$ cat config.mk
export PLATFORM = sky130hd
export DESIGN_NAME = tx_pkt_counter
export DESIGN_NICKNAME = d
export VERILOG_FILES = /design/src/egr_tx_pkg.sv /design/src/tx_pkt_counter.sv
export SDC_FILE = /design/constraint.sdc
export NUM_CORES = 1
export LEC_CHECK = 0
export BUFFER_PORTS_ARGS = -buffer_cell sky130_fd_sc_hd__buf_2
export CAP_MARGIN = 0
export CORE_ASPECT_RATIO = 1.5
export CORE_MARGIN = 4
export CORE_UTILIZATION = 35
export CTS_CLUSTER_SIZE = 14
export DETAILED_ROUTE_END_ITERATION = 8
export PLACE_DENSITY_LB_ADDON = 0.15
export SYNTH_ARGS = -nofsm -noshare
export SYNTH_HDL_FRONTEND = slang
export SYNTH_SLANG_ARGS = --single-unit
$ cat constraint.sdc
create_clock -name clk -period 3.7 [get_ports clk]
set_clock_uncertainty 0.05 [all_clocks]
set_input_delay 0.555 -clock clk [delete_from_list [all_inputs] [get_ports clk]]
set_output_delay 0.555 -clock clk [all_outputs]
set_load 0.005 [all_outputs]
$ cat src/egr_tx_pkg.sv
// ------------------------------------------------
// Egress transmit package
// Shared widths and encodings for the TQU pull
// scheduler, the port controllers and the counters
// ------------------------------------------------

package egr_tx_pkg;

    // ------------------------------------------------
    // Widths
    // ------------------------------------------------

    // TQU word and EPL word, eight bytes
    parameter int WORD_W = 64;

    // Length field of a control word, 1 to 15 data words
    parameter int LEN_W = 4;

    // Each forwarded and dropped packet counter
    parameter int CNT_W = 16;

    // ------------------------------------------------
    // Encodings
    // ------------------------------------------------

    // Control word opcode in bits 1..0
    // Length sits in bits 5..2, upper bits are ignored
    typedef enum logic [1:0] {
        CW_FORWARD = 2'd0,
        CW_DROP    = 2'd1
    } cw_op_e;

    // Port controller FSM
    typedef enum logic [1:0] {
        PS_IDLE = 2'd0,
        PS_SEND = 2'd1,
        PS_DROP = 2'd2
    } port_state_e;

endpackage : egr_tx_pkg

$ cat src/tx_pkt_counter.sv
// ------------------------------------------------
// Per-port packet counters
// Saturating forwarded and dropped counts for each
// port, read back by port index
// ------------------------------------------------

`timescale 1ns/1ps

module tx_pkt_counter #(
    parameter int NUM_PORTS = 4
) (
    input  logic                         clk,
    input  logic                         rst,
    input  logic [NUM_PORTS-1:0]         pkt_fwd,
    input  logic [NUM_PORTS-1:0]         pkt_drop,
    input  logic [$clog2(NUM_PORTS)-1:0] cnt_port,
    output logic [egr_tx_pkg::CNT_W-1:0] cnt_fwd,
    output logic [egr_tx_pkg::CNT_W-1:0] cnt_drop
);

    localparam logic [egr_tx_pkg::CNT_W-1:0] CNT_MAX = '1;

    logic [NUM_PORTS-1:0][egr_tx_pkg::CNT_W-1:0] fwd_cnt;
    logic [NUM_PORTS-1:0][egr_tx_pkg::CNT_W-1:0] drop_cnt;

    always_ff @(posedge clk) begin
        if (rst) begin
            fwd_cnt  <= '0;
            drop_cnt <= '0;
        end else begin
            for (int p = 0; p < NUM_PORTS; p++) begin
                // Hold at the top value instead of wrapping
                if (pkt_fwd[p] && fwd_cnt[p] != CNT_MAX) begin
                    fwd_cnt[p] <= fwd_cnt[p] + 1'b1;
                end
                if (pkt_drop[p] && drop_cnt[p] != CNT_MAX) begin
                    drop_cnt[p] <= drop_cnt[p] + 1'b1;
                end
            end
        end
    end

    // Readout mux
    assign cnt_fwd  = fwd_cnt[cnt_port];
    assign cnt_drop = drop_cnt[cnt_port];

endmodule : tx_pkt_counter

==> metrics.md <==
| Metric | Value |
|---|---|
| Outcome | complete, no violations |
| Post-CTS Setup Inserts | 0 |
| Worst Reg2Reg Path Length in Cells | 6 |
| Worst-Skew Late Latency | roughly 0.42 ns |
| Ys flop type | dfxtp_1 |
| Sequential fraction of the synthesis area | 0.352 |
| EDFF count, synth | 0 |
| Top Ports | between 40 and 50 |
| DR WL/cell | between 15 and 20 um |
| R2r endpoint | fwd_cnt[14] |
| Final WL | 21.6 mm |
| Initial antenna violation count | 0 |
| Iter 0 DRT Violations | about 470 |
| Setup TNS | 0 ns |
| Post-synthesis cell count | 813 |
| Critical Path Max Stage Delay | about 0.54 ns |
| Fin cells | around 1,100 |
| Arrival @ worst endpoint | a little over 2 ns |
| CP max stage cell | mux4_2 |
| CTS tree | done |
| Vias in the first global route | between 6,000 and 7,000 |
| Synthesized area per cell | between 8 and 9 um2 |
| Area delta synth->final | 14.4% |
| Yosys cell types | 56 |
| Die width | 126 um |
| Final setup viols | 0 |
| Power Dens Cells | 400 nW/um2 |
| CP dominant cell by count | buf_2 |
| Post-Syn Area | between 7000 and 8000 um2 |
| Reg2reg setup slack | roughly 1.4 ns |
| Detailed-route DRC error count | 0 |
| HP Start | pkt_drop[1] |
| Die extent in y | around 180 um |
| Placed insts | about 1,100 |
| Tightest Pin Transition | 0.985 ns |
| Hold Buf Count CTS | 0 |
| Ys async rst share | 0 |
| Max Root-Sink Buffers | 2 |
| Clock Root Buffer | clkbuf_16 |
| TritonCTS Buffers | 17 |
| Nature of the critical path endpoint | primary output |
| Final ANT Viol Nets | 0 |
| Post-CTS Resized | 0 |
| Layout cells sized above 1 | 0.174 |
| Buffers added on ports | 43 |
| Switching pwr | between 700 and 800 uW |
| H-tree Lvls | 4 |
| Fin nets | 860 |
| Max_cap viols | 0 |
| RSZ-0062 raised after global routing | false |
| Sw frac | 0.225 |
| FF+latch count, synth | about 130 |
| CP bufs+invs | 3 |
| Hpwl dp | ~16 mm |
| CP startpoint kind | input pin |
| Router iterations before antenna repair | 6 |
| Cell count of the worst hold path | 3 |
| Via density | between 5 and 6 |
| Crit path time final | 2.64 ns |
| Leakage | about 2.9 nW |
| Max Clk Rate | 379 MHz |
| Full die area | 23,200 um2 |
| Maximum vdd ir drop | ~310 uV |
| Routability cong. | 0.819 |
| Kind of cell adding the most delay to the critical path | buffers and inverters |
| Sequential share of power | 0.429 |
| Worst-path clk slew | 0.06 ns |
| Overall Global Routing Usage | 0.189 |
| Cell internal pwr | 2.59 mW |
| Row cnt | 64 |
| Worst r2r src | fwd_cnt[0] |
| Mapped Nets | 833 |
| Clk sinks | 128 |
| Hold WC Path Type | input pin to flip-flop |
| Antenna cell count | 0 |
| Fin util | 0.408 |
| Slew HR | 0.338 |
| Hold Path End | drop_cnt[18] |
| Critical Path RT | roughly 3 ns |
| Core Region | roughly 20,000 um2 |
| GRT overflow | 0 |
| Final Hold Violating Endpoints | 0 |
| Clock share of power | 0.526 |
| CP max FO | 20 |
| Comb power frac | 0.045 |
| Tcrit/Tclk final | 0.713 |
| Critical path type | input pin to primary output |
| Slew Viols, Final | 0 |
| Via count | about 6,600 |
| Most frequent cells in the layout | 128 x dfxtp_1, 69 x a21oi_1, 65 x nor2_1 |
| Critical path cell sequence | buf_2, buf_4, mux4_2, buf_2 |
| Largest net degree at the start of global routing | roughly 140 |
| Commonest non-fill, non-tap cell in the layout | dfxtp_1 |
| First-pass GRT wire length | between 30 and 40 mm |
| Initial Util | 0.357 |
| Ys Warns | 0 |
## sequential cells by signal, indices dropped and copies added (netlist names)
register	cells
drop_cnt	64
fwd_cnt	64
## how the worst max path moves through the flow
stage,from,endpoint,slack (ns),depth (start not counted)
2_1_floorplan,cnt_port[0],cnt_drop[10],1.31,4
3_3_place_gp,cnt_port[0],cnt_fwd[13],1.06,4
3_5_place_dp,cnt_port[0],cnt_fwd[13],1.06,4
4_1_cts,cnt_port[0],cnt_fwd[13],1.06,4
5_1_grt,cnt_port[0],cnt_fwd[7],0.96,4
6_report,cnt_port[0],cnt_fwd[13],1.06,4
## synth_stat cells (all sizes together), types with 12 or more instances
| master | instances | area share |
|---|---|---|
| dfxtp | 128 | 0.35 |
| a21oi | 69 | 0.047 |
| nor2 | 65 | 0.033 |
| nand2 | 56 | 0.029 |
| nand4 | 41 | 0.040 |
| nand3 | 35 | 0.024 |
| mux4 | 32 | 0.10 |
| or4 | 30 | 0.031 |
| o31ai | 28 | 0.029 |
| mux2 | 25 | 0.039 |
| o21ai | 25 | 0.017 |
| or3 | 25 | 0.021 |
| nor2b | 24 | 0.021 |
| clkbuf | 21 | 0.011 |
| nor3 | 21 | 0.014 |
| buf | 20 | 0.013 |
| and3 | 19 | 0.016 |
| inv | 19 | 0.0098 |
| nor4 | 19 | 0.020 |
| and4 | 12 | 0.014 |
## metal layers
metal  GRT usage  vias up  part of all wire
met5           0        -                 0
met4      0.0970        0             0.038
met3      0.0319       47             0.035
met2       0.357      151              0.54
met1       0.200     3221              0.38
li1            -     3227                 -
## power groups by stage
| stage | combinational [mW] | sequential (mW) | clock, mW |
|---|---|---|---|
| finish | 0.149 | 1.43 | 1.76 |
| detailed placement | 0.152 | 1.46 | 0 |
| global route | 0.169 | 1.43 | 1.86 |
| global placement | 0.150 | 1.46 | 0 |
| floorplan | 0.111 | 1.45 | 0 |
| CTS | 0.153 | 1.43 | 1.81 |
## layout make-up
cell class                      instances  area [um2]
Clock buffer                           22         484
Clock inverter                          9         131
Fill cell                            2124       12100
Inverter                               19        71.3
Multi-Input combinational cell        625        4480
Sequential cell                       128        2560
Tap cell                              264         330
Timing Repair Buffer                   49         275
## worst min-delay path: stages
cell and delay [ns]:
buf_2 0.12, a21oi_1 0.07, nor3_1 0.11
## kinds of logic after synthesis
| kind of cell | after synthesis | synth area share |
|---|---|---|
| buffers and inverters | 60 | 0.0337 |
| DFF | 128 | 0.352 |
| adders and majority gates | 8 | 0.0137 |
| and+or+nand+nor | 363 | 0.281 |
| AOI/OAI and AO/OA | 182 | 0.162 |
| xor gates and xnor gates | 7 | 0.00841 |
| muxes | 65 | 0.150 |
## stage by stage
stage / total power, mW / hold WS (ns) / setup slack, ns / cell area (um2)
after floorplan: 1.56 / 0.399 / 1.31 / 7290
after global placement: 1.61 / 0.460 / 1.06 / 7720
after detailed placement: 1.61 / 0.453 / 1.06 / 7720
after CTS: 3.39 / 0.420 / 1.06 / 8330
after global routing: 3.46 / 0.446 / 0.959 / 8330
final: 3.34 / 0.439 / 1.06 / 8330
(Power assumes the default switching activity.)
