[src/egr_tx_pkg.sv]
// ------------------------------------------------
// Egress transmit package
// Shared widths and encodings for the TQU pull
// scheduler, the port controllers and the counters
// ------------------------------------------------

package egr_tx_pkg;

    // ------------------------------------------------
    // Widths
    // ------------------------------------------------

    // TQU word and EPL word, eight bytes
    parameter int WORD_W = 64;

    // Length field of a control word, 1 to 15 data words
    parameter int LEN_W = 4;

    // Each forwarded and dropped packet counter
    parameter int CNT_W = 16;

    // ------------------------------------------------
    // Encodings
    // ------------------------------------------------

    // Control word opcode in bits 1..0
    // Length sits in bits 5..2, upper bits are ignored
    typedef enum logic [1:0] {
        CW_FORWARD = 2'd0,
        CW_DROP    = 2'd1
    } cw_op_e;

    // Port controller FSM
    typedef enum logic [1:0] {
        PS_IDLE = 2'd0,
        PS_SEND = 2'd1,
        PS_DROP = 2'd2
    } port_state_e;

endpackage : egr_tx_pkg

[src/tx_port_ctrl.sv]
// ------------------------------------------------
// Transmit port controller
// Decodes a control word, then forwards or drops the
// data words that follow toward one EPL port, with
// byte parity and start and end of packet marks
// ------------------------------------------------

`timescale 1ns/1ps

module tx_port_ctrl (
    input  logic                            clk,
    input  logic                            rst,
    input  logic                            lane_valid,
    input  logic [egr_tx_pkg::WORD_W-1:0]   lane_word,
    input  logic                            epl_ready,
    output logic                            lane_space,
    output logic                            tx_valid,
    output logic [egr_tx_pkg::WORD_W-1:0]   tx_data,
    output logic [egr_tx_pkg::WORD_W/8-1:0] tx_par,
    output logic                            tx_sop,
    output logic                            tx_eop,
    output logic                            pkt_fwd,
    output logic                            pkt_drop
);

    localparam int NUM_BYTES = egr_tx_pkg::WORD_W / 8;

    // One-word buffer fed by the scheduler lane
    logic                          buf_valid;
    logic [egr_tx_pkg::WORD_W-1:0] buf_word;
    logic                          buf_pop;

    egr_tx_pkg::port_state_e       state;
    logic [egr_tx_pkg::LEN_W-1:0]  words_left;
    logic                          first_word;
    logic                          last_word;

    // Control word fields, only meaningful in PS_IDLE
    egr_tx_pkg::cw_op_e            cw_op;
    logic [egr_tx_pkg::LEN_W-1:0]  cw_len;

    assign cw_op      = egr_tx_pkg::cw_op_e'(buf_word[1:0]);
    assign cw_len     = buf_word[2 +: egr_tx_pkg::LEN_W];
    assign last_word  = (words_left == 'd1);
    assign lane_space = ~buf_valid;

    // ------------------------------------------------
    // Buffer drain and EPL side
    // ------------------------------------------------

    always_comb begin
        buf_pop  = 1'b0;
        tx_valid = 1'b0;
        pkt_fwd  = 1'b0;
        pkt_drop = 1'b0;
        case (state)
            // Control word is absorbed as soon as it lands
            egr_tx_pkg::PS_IDLE: buf_pop = buf_valid;
            egr_tx_pkg::PS_SEND: begin
                tx_valid = buf_valid;
                buf_pop  = buf_valid & epl_ready;
                pkt_fwd  = buf_valid & epl_ready & last_word;
            end
            // Discard one data word per cycle
            egr_tx_pkg::PS_DROP: begin
                buf_pop  = buf_valid;
                pkt_drop = buf_valid & last_word;
            end
            default: buf_pop = 1'b0;
        endcase
    end

    assign tx_data = buf_word;
    assign tx_sop  = tx_valid & first_word;
    assign tx_eop  = tx_valid & last_word;

    // Even parity per byte stands in for ECC
    always_comb begin
        for (int b = 0; b < NUM_BYTES; b++) begin
            tx_par[b] = ^buf_word[8*b +: 8];
        end
    end

    // ------------------------------------------------
    // FSM and word countdown
    // ------------------------------------------------

    always_ff @(posedge clk) begin
        if (rst) begin
            state      <= egr_tx_pkg::PS_IDLE;
            buf_valid  <= 1'b0;
            words_left <= '0;
            first_word <= 1'b0;
        end else begin
            // Scheduler never writes a full buffer
            if (lane_valid) begin
                buf_valid <= 1'b1;
            end else if (buf_pop) begin
                buf_valid <= 1'b0;
            end
            case (state)
                egr_tx_pkg::PS_IDLE: begin
                    // Zero length control word carries no packet
                    if (buf_valid && cw_len != '0) begin
                        words_left <= cw_len;
                        first_word <= 1'b1;
                        // Any opcode other than DROP forwards
                        state <= (cw_op == egr_tx_pkg::CW_DROP) ? egr_tx_pkg::PS_DROP
                                                                : egr_tx_pkg::PS_SEND;
                    end
                end
                egr_tx_pkg::PS_SEND, egr_tx_pkg::PS_DROP: begin
                    if (buf_pop) begin
                        first_word <= 1'b0;
                        words_left <= words_left - 1'b1;
                        if (last_word) begin
                            state <= egr_tx_pkg::PS_IDLE;
                        end
                    end
                end
                default: state <= egr_tx_pkg::PS_IDLE;
            endcase
        end
    end

    // Buffer payload
    always_ff @(posedge clk) begin
        if (lane_valid) begin
            buf_word <= lane_word;
        end
    end

endmodule : tx_port_ctrl

[config.mk]
export PLATFORM = sky130hd
export DESIGN_NAME = tx_port_ctrl
export DESIGN_NICKNAME = d
export VERILOG_FILES = /design/src/egr_tx_pkg.sv /design/src/tx_port_ctrl.sv
export SDC_FILE = /design/constraint.sdc
export NUM_CORES = 1
export LEC_CHECK = 0
export ABC_AREA = 1
export BUFFER_PORTS_ARGS = -buffer_cell sky130_fd_sc_hd__buf_2
export CORE_MARGIN = 1
export CORE_UTILIZATION = 50
export DETAILED_ROUTE_END_ITERATION = 6
export PLACE_DENSITY = 0.91
export SLEW_MARGIN = 30
export SYNTH_ARGS = -nofsm -noshare
export SYNTH_HDL_FRONTEND = slang
export SYNTH_SLANG_ARGS = --single-unit
[constraint.sdc]
create_clock -name clk -period 2.7 [get_ports clk]
set_input_delay 0.405 -clock clk [delete_from_list [all_inputs] [get_ports clk]]
set_output_delay 0.405 -clock clk [all_outputs]
set_load 0.02 [all_outputs]
==> impl_metrics.tcl <==
set metrics [dict create \
    yosysMostFrequentCell "edfxtp_1" \
    clock-sinks 72 \
    ys_seq_area_share_pct 64.7 \
    dp_hpwl_um 5660 \
    leakagePower_nw 1.92 \
    cts_made_buffers 9 \
    clock_latency_ns 0.34 \
    p_switching_mw 1.30 \
    synth_warnings 0 \
    crit_chain "inv_1, ha_1, xnor2_1, or2_2, nand2_1, nand2_1, nand2_1, buf_2" \
    dr.pass1.iters 4 \
    powerDensity_nw_per_um2 842 \
    critical-path-max-stage-delay_ns 0.43 \
    io_buffers 145 \
    synth_edf_count 64 \
    syn_to_final_growth_pct 31.8 \
    wl_per_cell_um 14.8 \
    grt_use_total_pct 22.9 \
    drt-total-wl_um 7290 \
    synth_area_leaders "edfxtp_1, xnor2_1, nand2_1, xor2_1, dfxtp_1" \
    yosysTopAreaCell "edfxtp_1" \
    cp-end-kind "output port" \
    instances_no_fill 492 \
    crit_type "flop to output port" \
    fp.dieW_um 82.2 \
    multi_input_comb_area_um2 1050 \
    drt-initial-drc-count 113 \
    io_pins 146 \
    p_comb_share_pct 35.7 \
    grt_start_max_net_pins 42 \
    fin_tns_setup_ns 0 \
    power.share.switching_pct 36.5 \
    fin_crit_sh_pct 82.3 \
    diodes 0 \
    vias_per_cell 4.84 \
    placementRows 28 \
    grt_pass1_vias 2403 \
    grt_pass1_wl_um 10900 \
    synth.top_cell.area_share_pct 59.7 \
    critical_path_buf_inv_count 2 \
    fin_nets 489 \
    total_power_mw 3.57 \
    antenna_found_initial 0 \
    finalHoldViolCount 0 \
    clkTransAtPathRegs_ns 0.08 \
    vias 2379 \
    syn_area_um2 3220 \
    synth.distinct_cells 19 \
    drc_errors 0 \
    design.core.area_um2 6060 \
    overflow 0 \
    power.internal_mw 2.27 \
    dp.cells 476 \
    syn_inst 256 \
    synth_ff_type "edfxtp_1" \
    max_slew.worst_pin.slew_ns 0.587 \
    ant_nets 0 \
    layout_min_cycle_time_ns 2.22 \
    async_reset_ff_share_pct 0 \
    hold_buffers 0 \
    drive_above_1_share_pct 40.3 \
    fin_skew_ns 0.0122 \
    vdd_drop_max_mv 0.571 \
    syn_nets 333 \
    yosys-top-cells-count "edfxtp_1, nand2_1, xnor2_1" \
    seqPwrFrac_pct 40.7 \
    clock_power_share_pct 23.6 \
    slew_violations 0 \
    synth_seq_cells 72 \
    rsz0062_at_grt "no" \
    cp_max_fo 3 \
    root_buffer "clkbuf_8" \
    slew_headroom_pct 60.8 \
    cts_buffer_depth 2 \
    place.gp.congestion 0.759 \
    slowest_stage "edfxtp_1" \
    cts_tree "done" \
    cpLargestDelayFamily "simple AND/OR/NAND/NOR gates" \
    fillCellCount 445 \
    arrival_ns 1.82 \
    finalSetupViolations 0 \
    ctsResizeCount 0 \
    start_util_pct 53.1 \
    hold_class "input pin to flop" \
    cts_setup_buffers 0 \
    status "finished clean" \
    die-area_um2 6760 \
    crit_top_cell "nand2_1" \
    ff_latch_area_um2 2080 \
    die_h_um 82.2 \
    worstPathRequired_ns 2.30 \
    syn_area_per_cell_um2 12.6 \
    timing.fmax_mhz 450 \
    cap_violations 0 \
    start_kind "flop" \
    htreeDepth 3 \
]
[layout by cell type, fill, tap and decap left out, types with 5 or more instances in the layout]
master    count
nand3_1       7
edfxtp_1     64
ha_1          9
a21oi_1       5
clkbuf_8      9
xor2_1       21
dfxtp_1       8
nor2_1       19
nand2_1      52
xnor2_1      37
buf_2       145
inv_1        19
[stage by stage]
step / hold WS [ns] / util [%] / setup WS [ns] / area (um2)
finish: 0.238 / 70.0 / 0.477 / 4240
global route: 0.221 / 70.0 / 0.384 / 4240
CTS: 0.224 / 70.0 / 0.472 / 4240
detailed placement: 0.475 / 66.8 / 0.851 / 4050
global placement: 0.468 / 66.8 / 0.908 / 4050
floorplan: 0.437 / - / 0.817 / 3220
[final timing paths]
path                 from       endpoint  slack (ns)  depth (start not counted)
min          lane_word[5]     tx_data[5]        0.24                          1
max reg2reg      state[0]  words_left[3]        1.04                          7
max            tx_data[3]      tx_par[0]        0.48                          8
min reg2reg    first_word     first_word        0.50                          2
[flip-flops by register name, indices dropped and copies added (netlist names)]
register    cells
tx_data        64
state           2
buf_valid       1
words_left      4
first_word      1
[logic make-up after synthesis]
family          count (synthesis)  synth area share, %
buf+inv                        20                 2.57
fa+ha+maj                       9                 3.50
simple gates                   88                 11.9
compound gates                  9                 1.52
flops                          72                 64.7
xor+xnor                       58                 15.8
[routing by layer]
| metal | part of all wire, % | global-route usage, % | vias up |
|---|---|---|---|
| li1 | - | - | 1159 |
| met1 | 36 | 23.6 | 1092 |
| met2 | 54 | 41.7 | 114 |
| met3 | 7.4 | 7.47 | 14 |
| met4 | 2.7 | 10.5 | 0 |
| met5 | 0 | 0 | - |
[power groups by stage]
stage	logic (mW)	registers [mW]	clock network [mW]
floorplan	0.849	1.56	0
global placement	1.21	1.47	0
detailed placement	1.26	1.48	0
CTS	1.27	1.45	0.859
global route	1.44	1.47	0.902
finish	1.27	1.45	0.843
[cell type report]
class | instances | share of cell area [%]
Sequential cell | 72 | 49.1
Multi-Input combinational cell | 164 | 24.8
Timing Repair Buffer | 146 | 17.6
Clock buffer | 10 | 3.01
Tap cell | 75 | 2.21
Inverter | 19 | 1.68
Clock inverter | 6 | 1.62
Note: power is estimated with default switching activity, not from simulation.
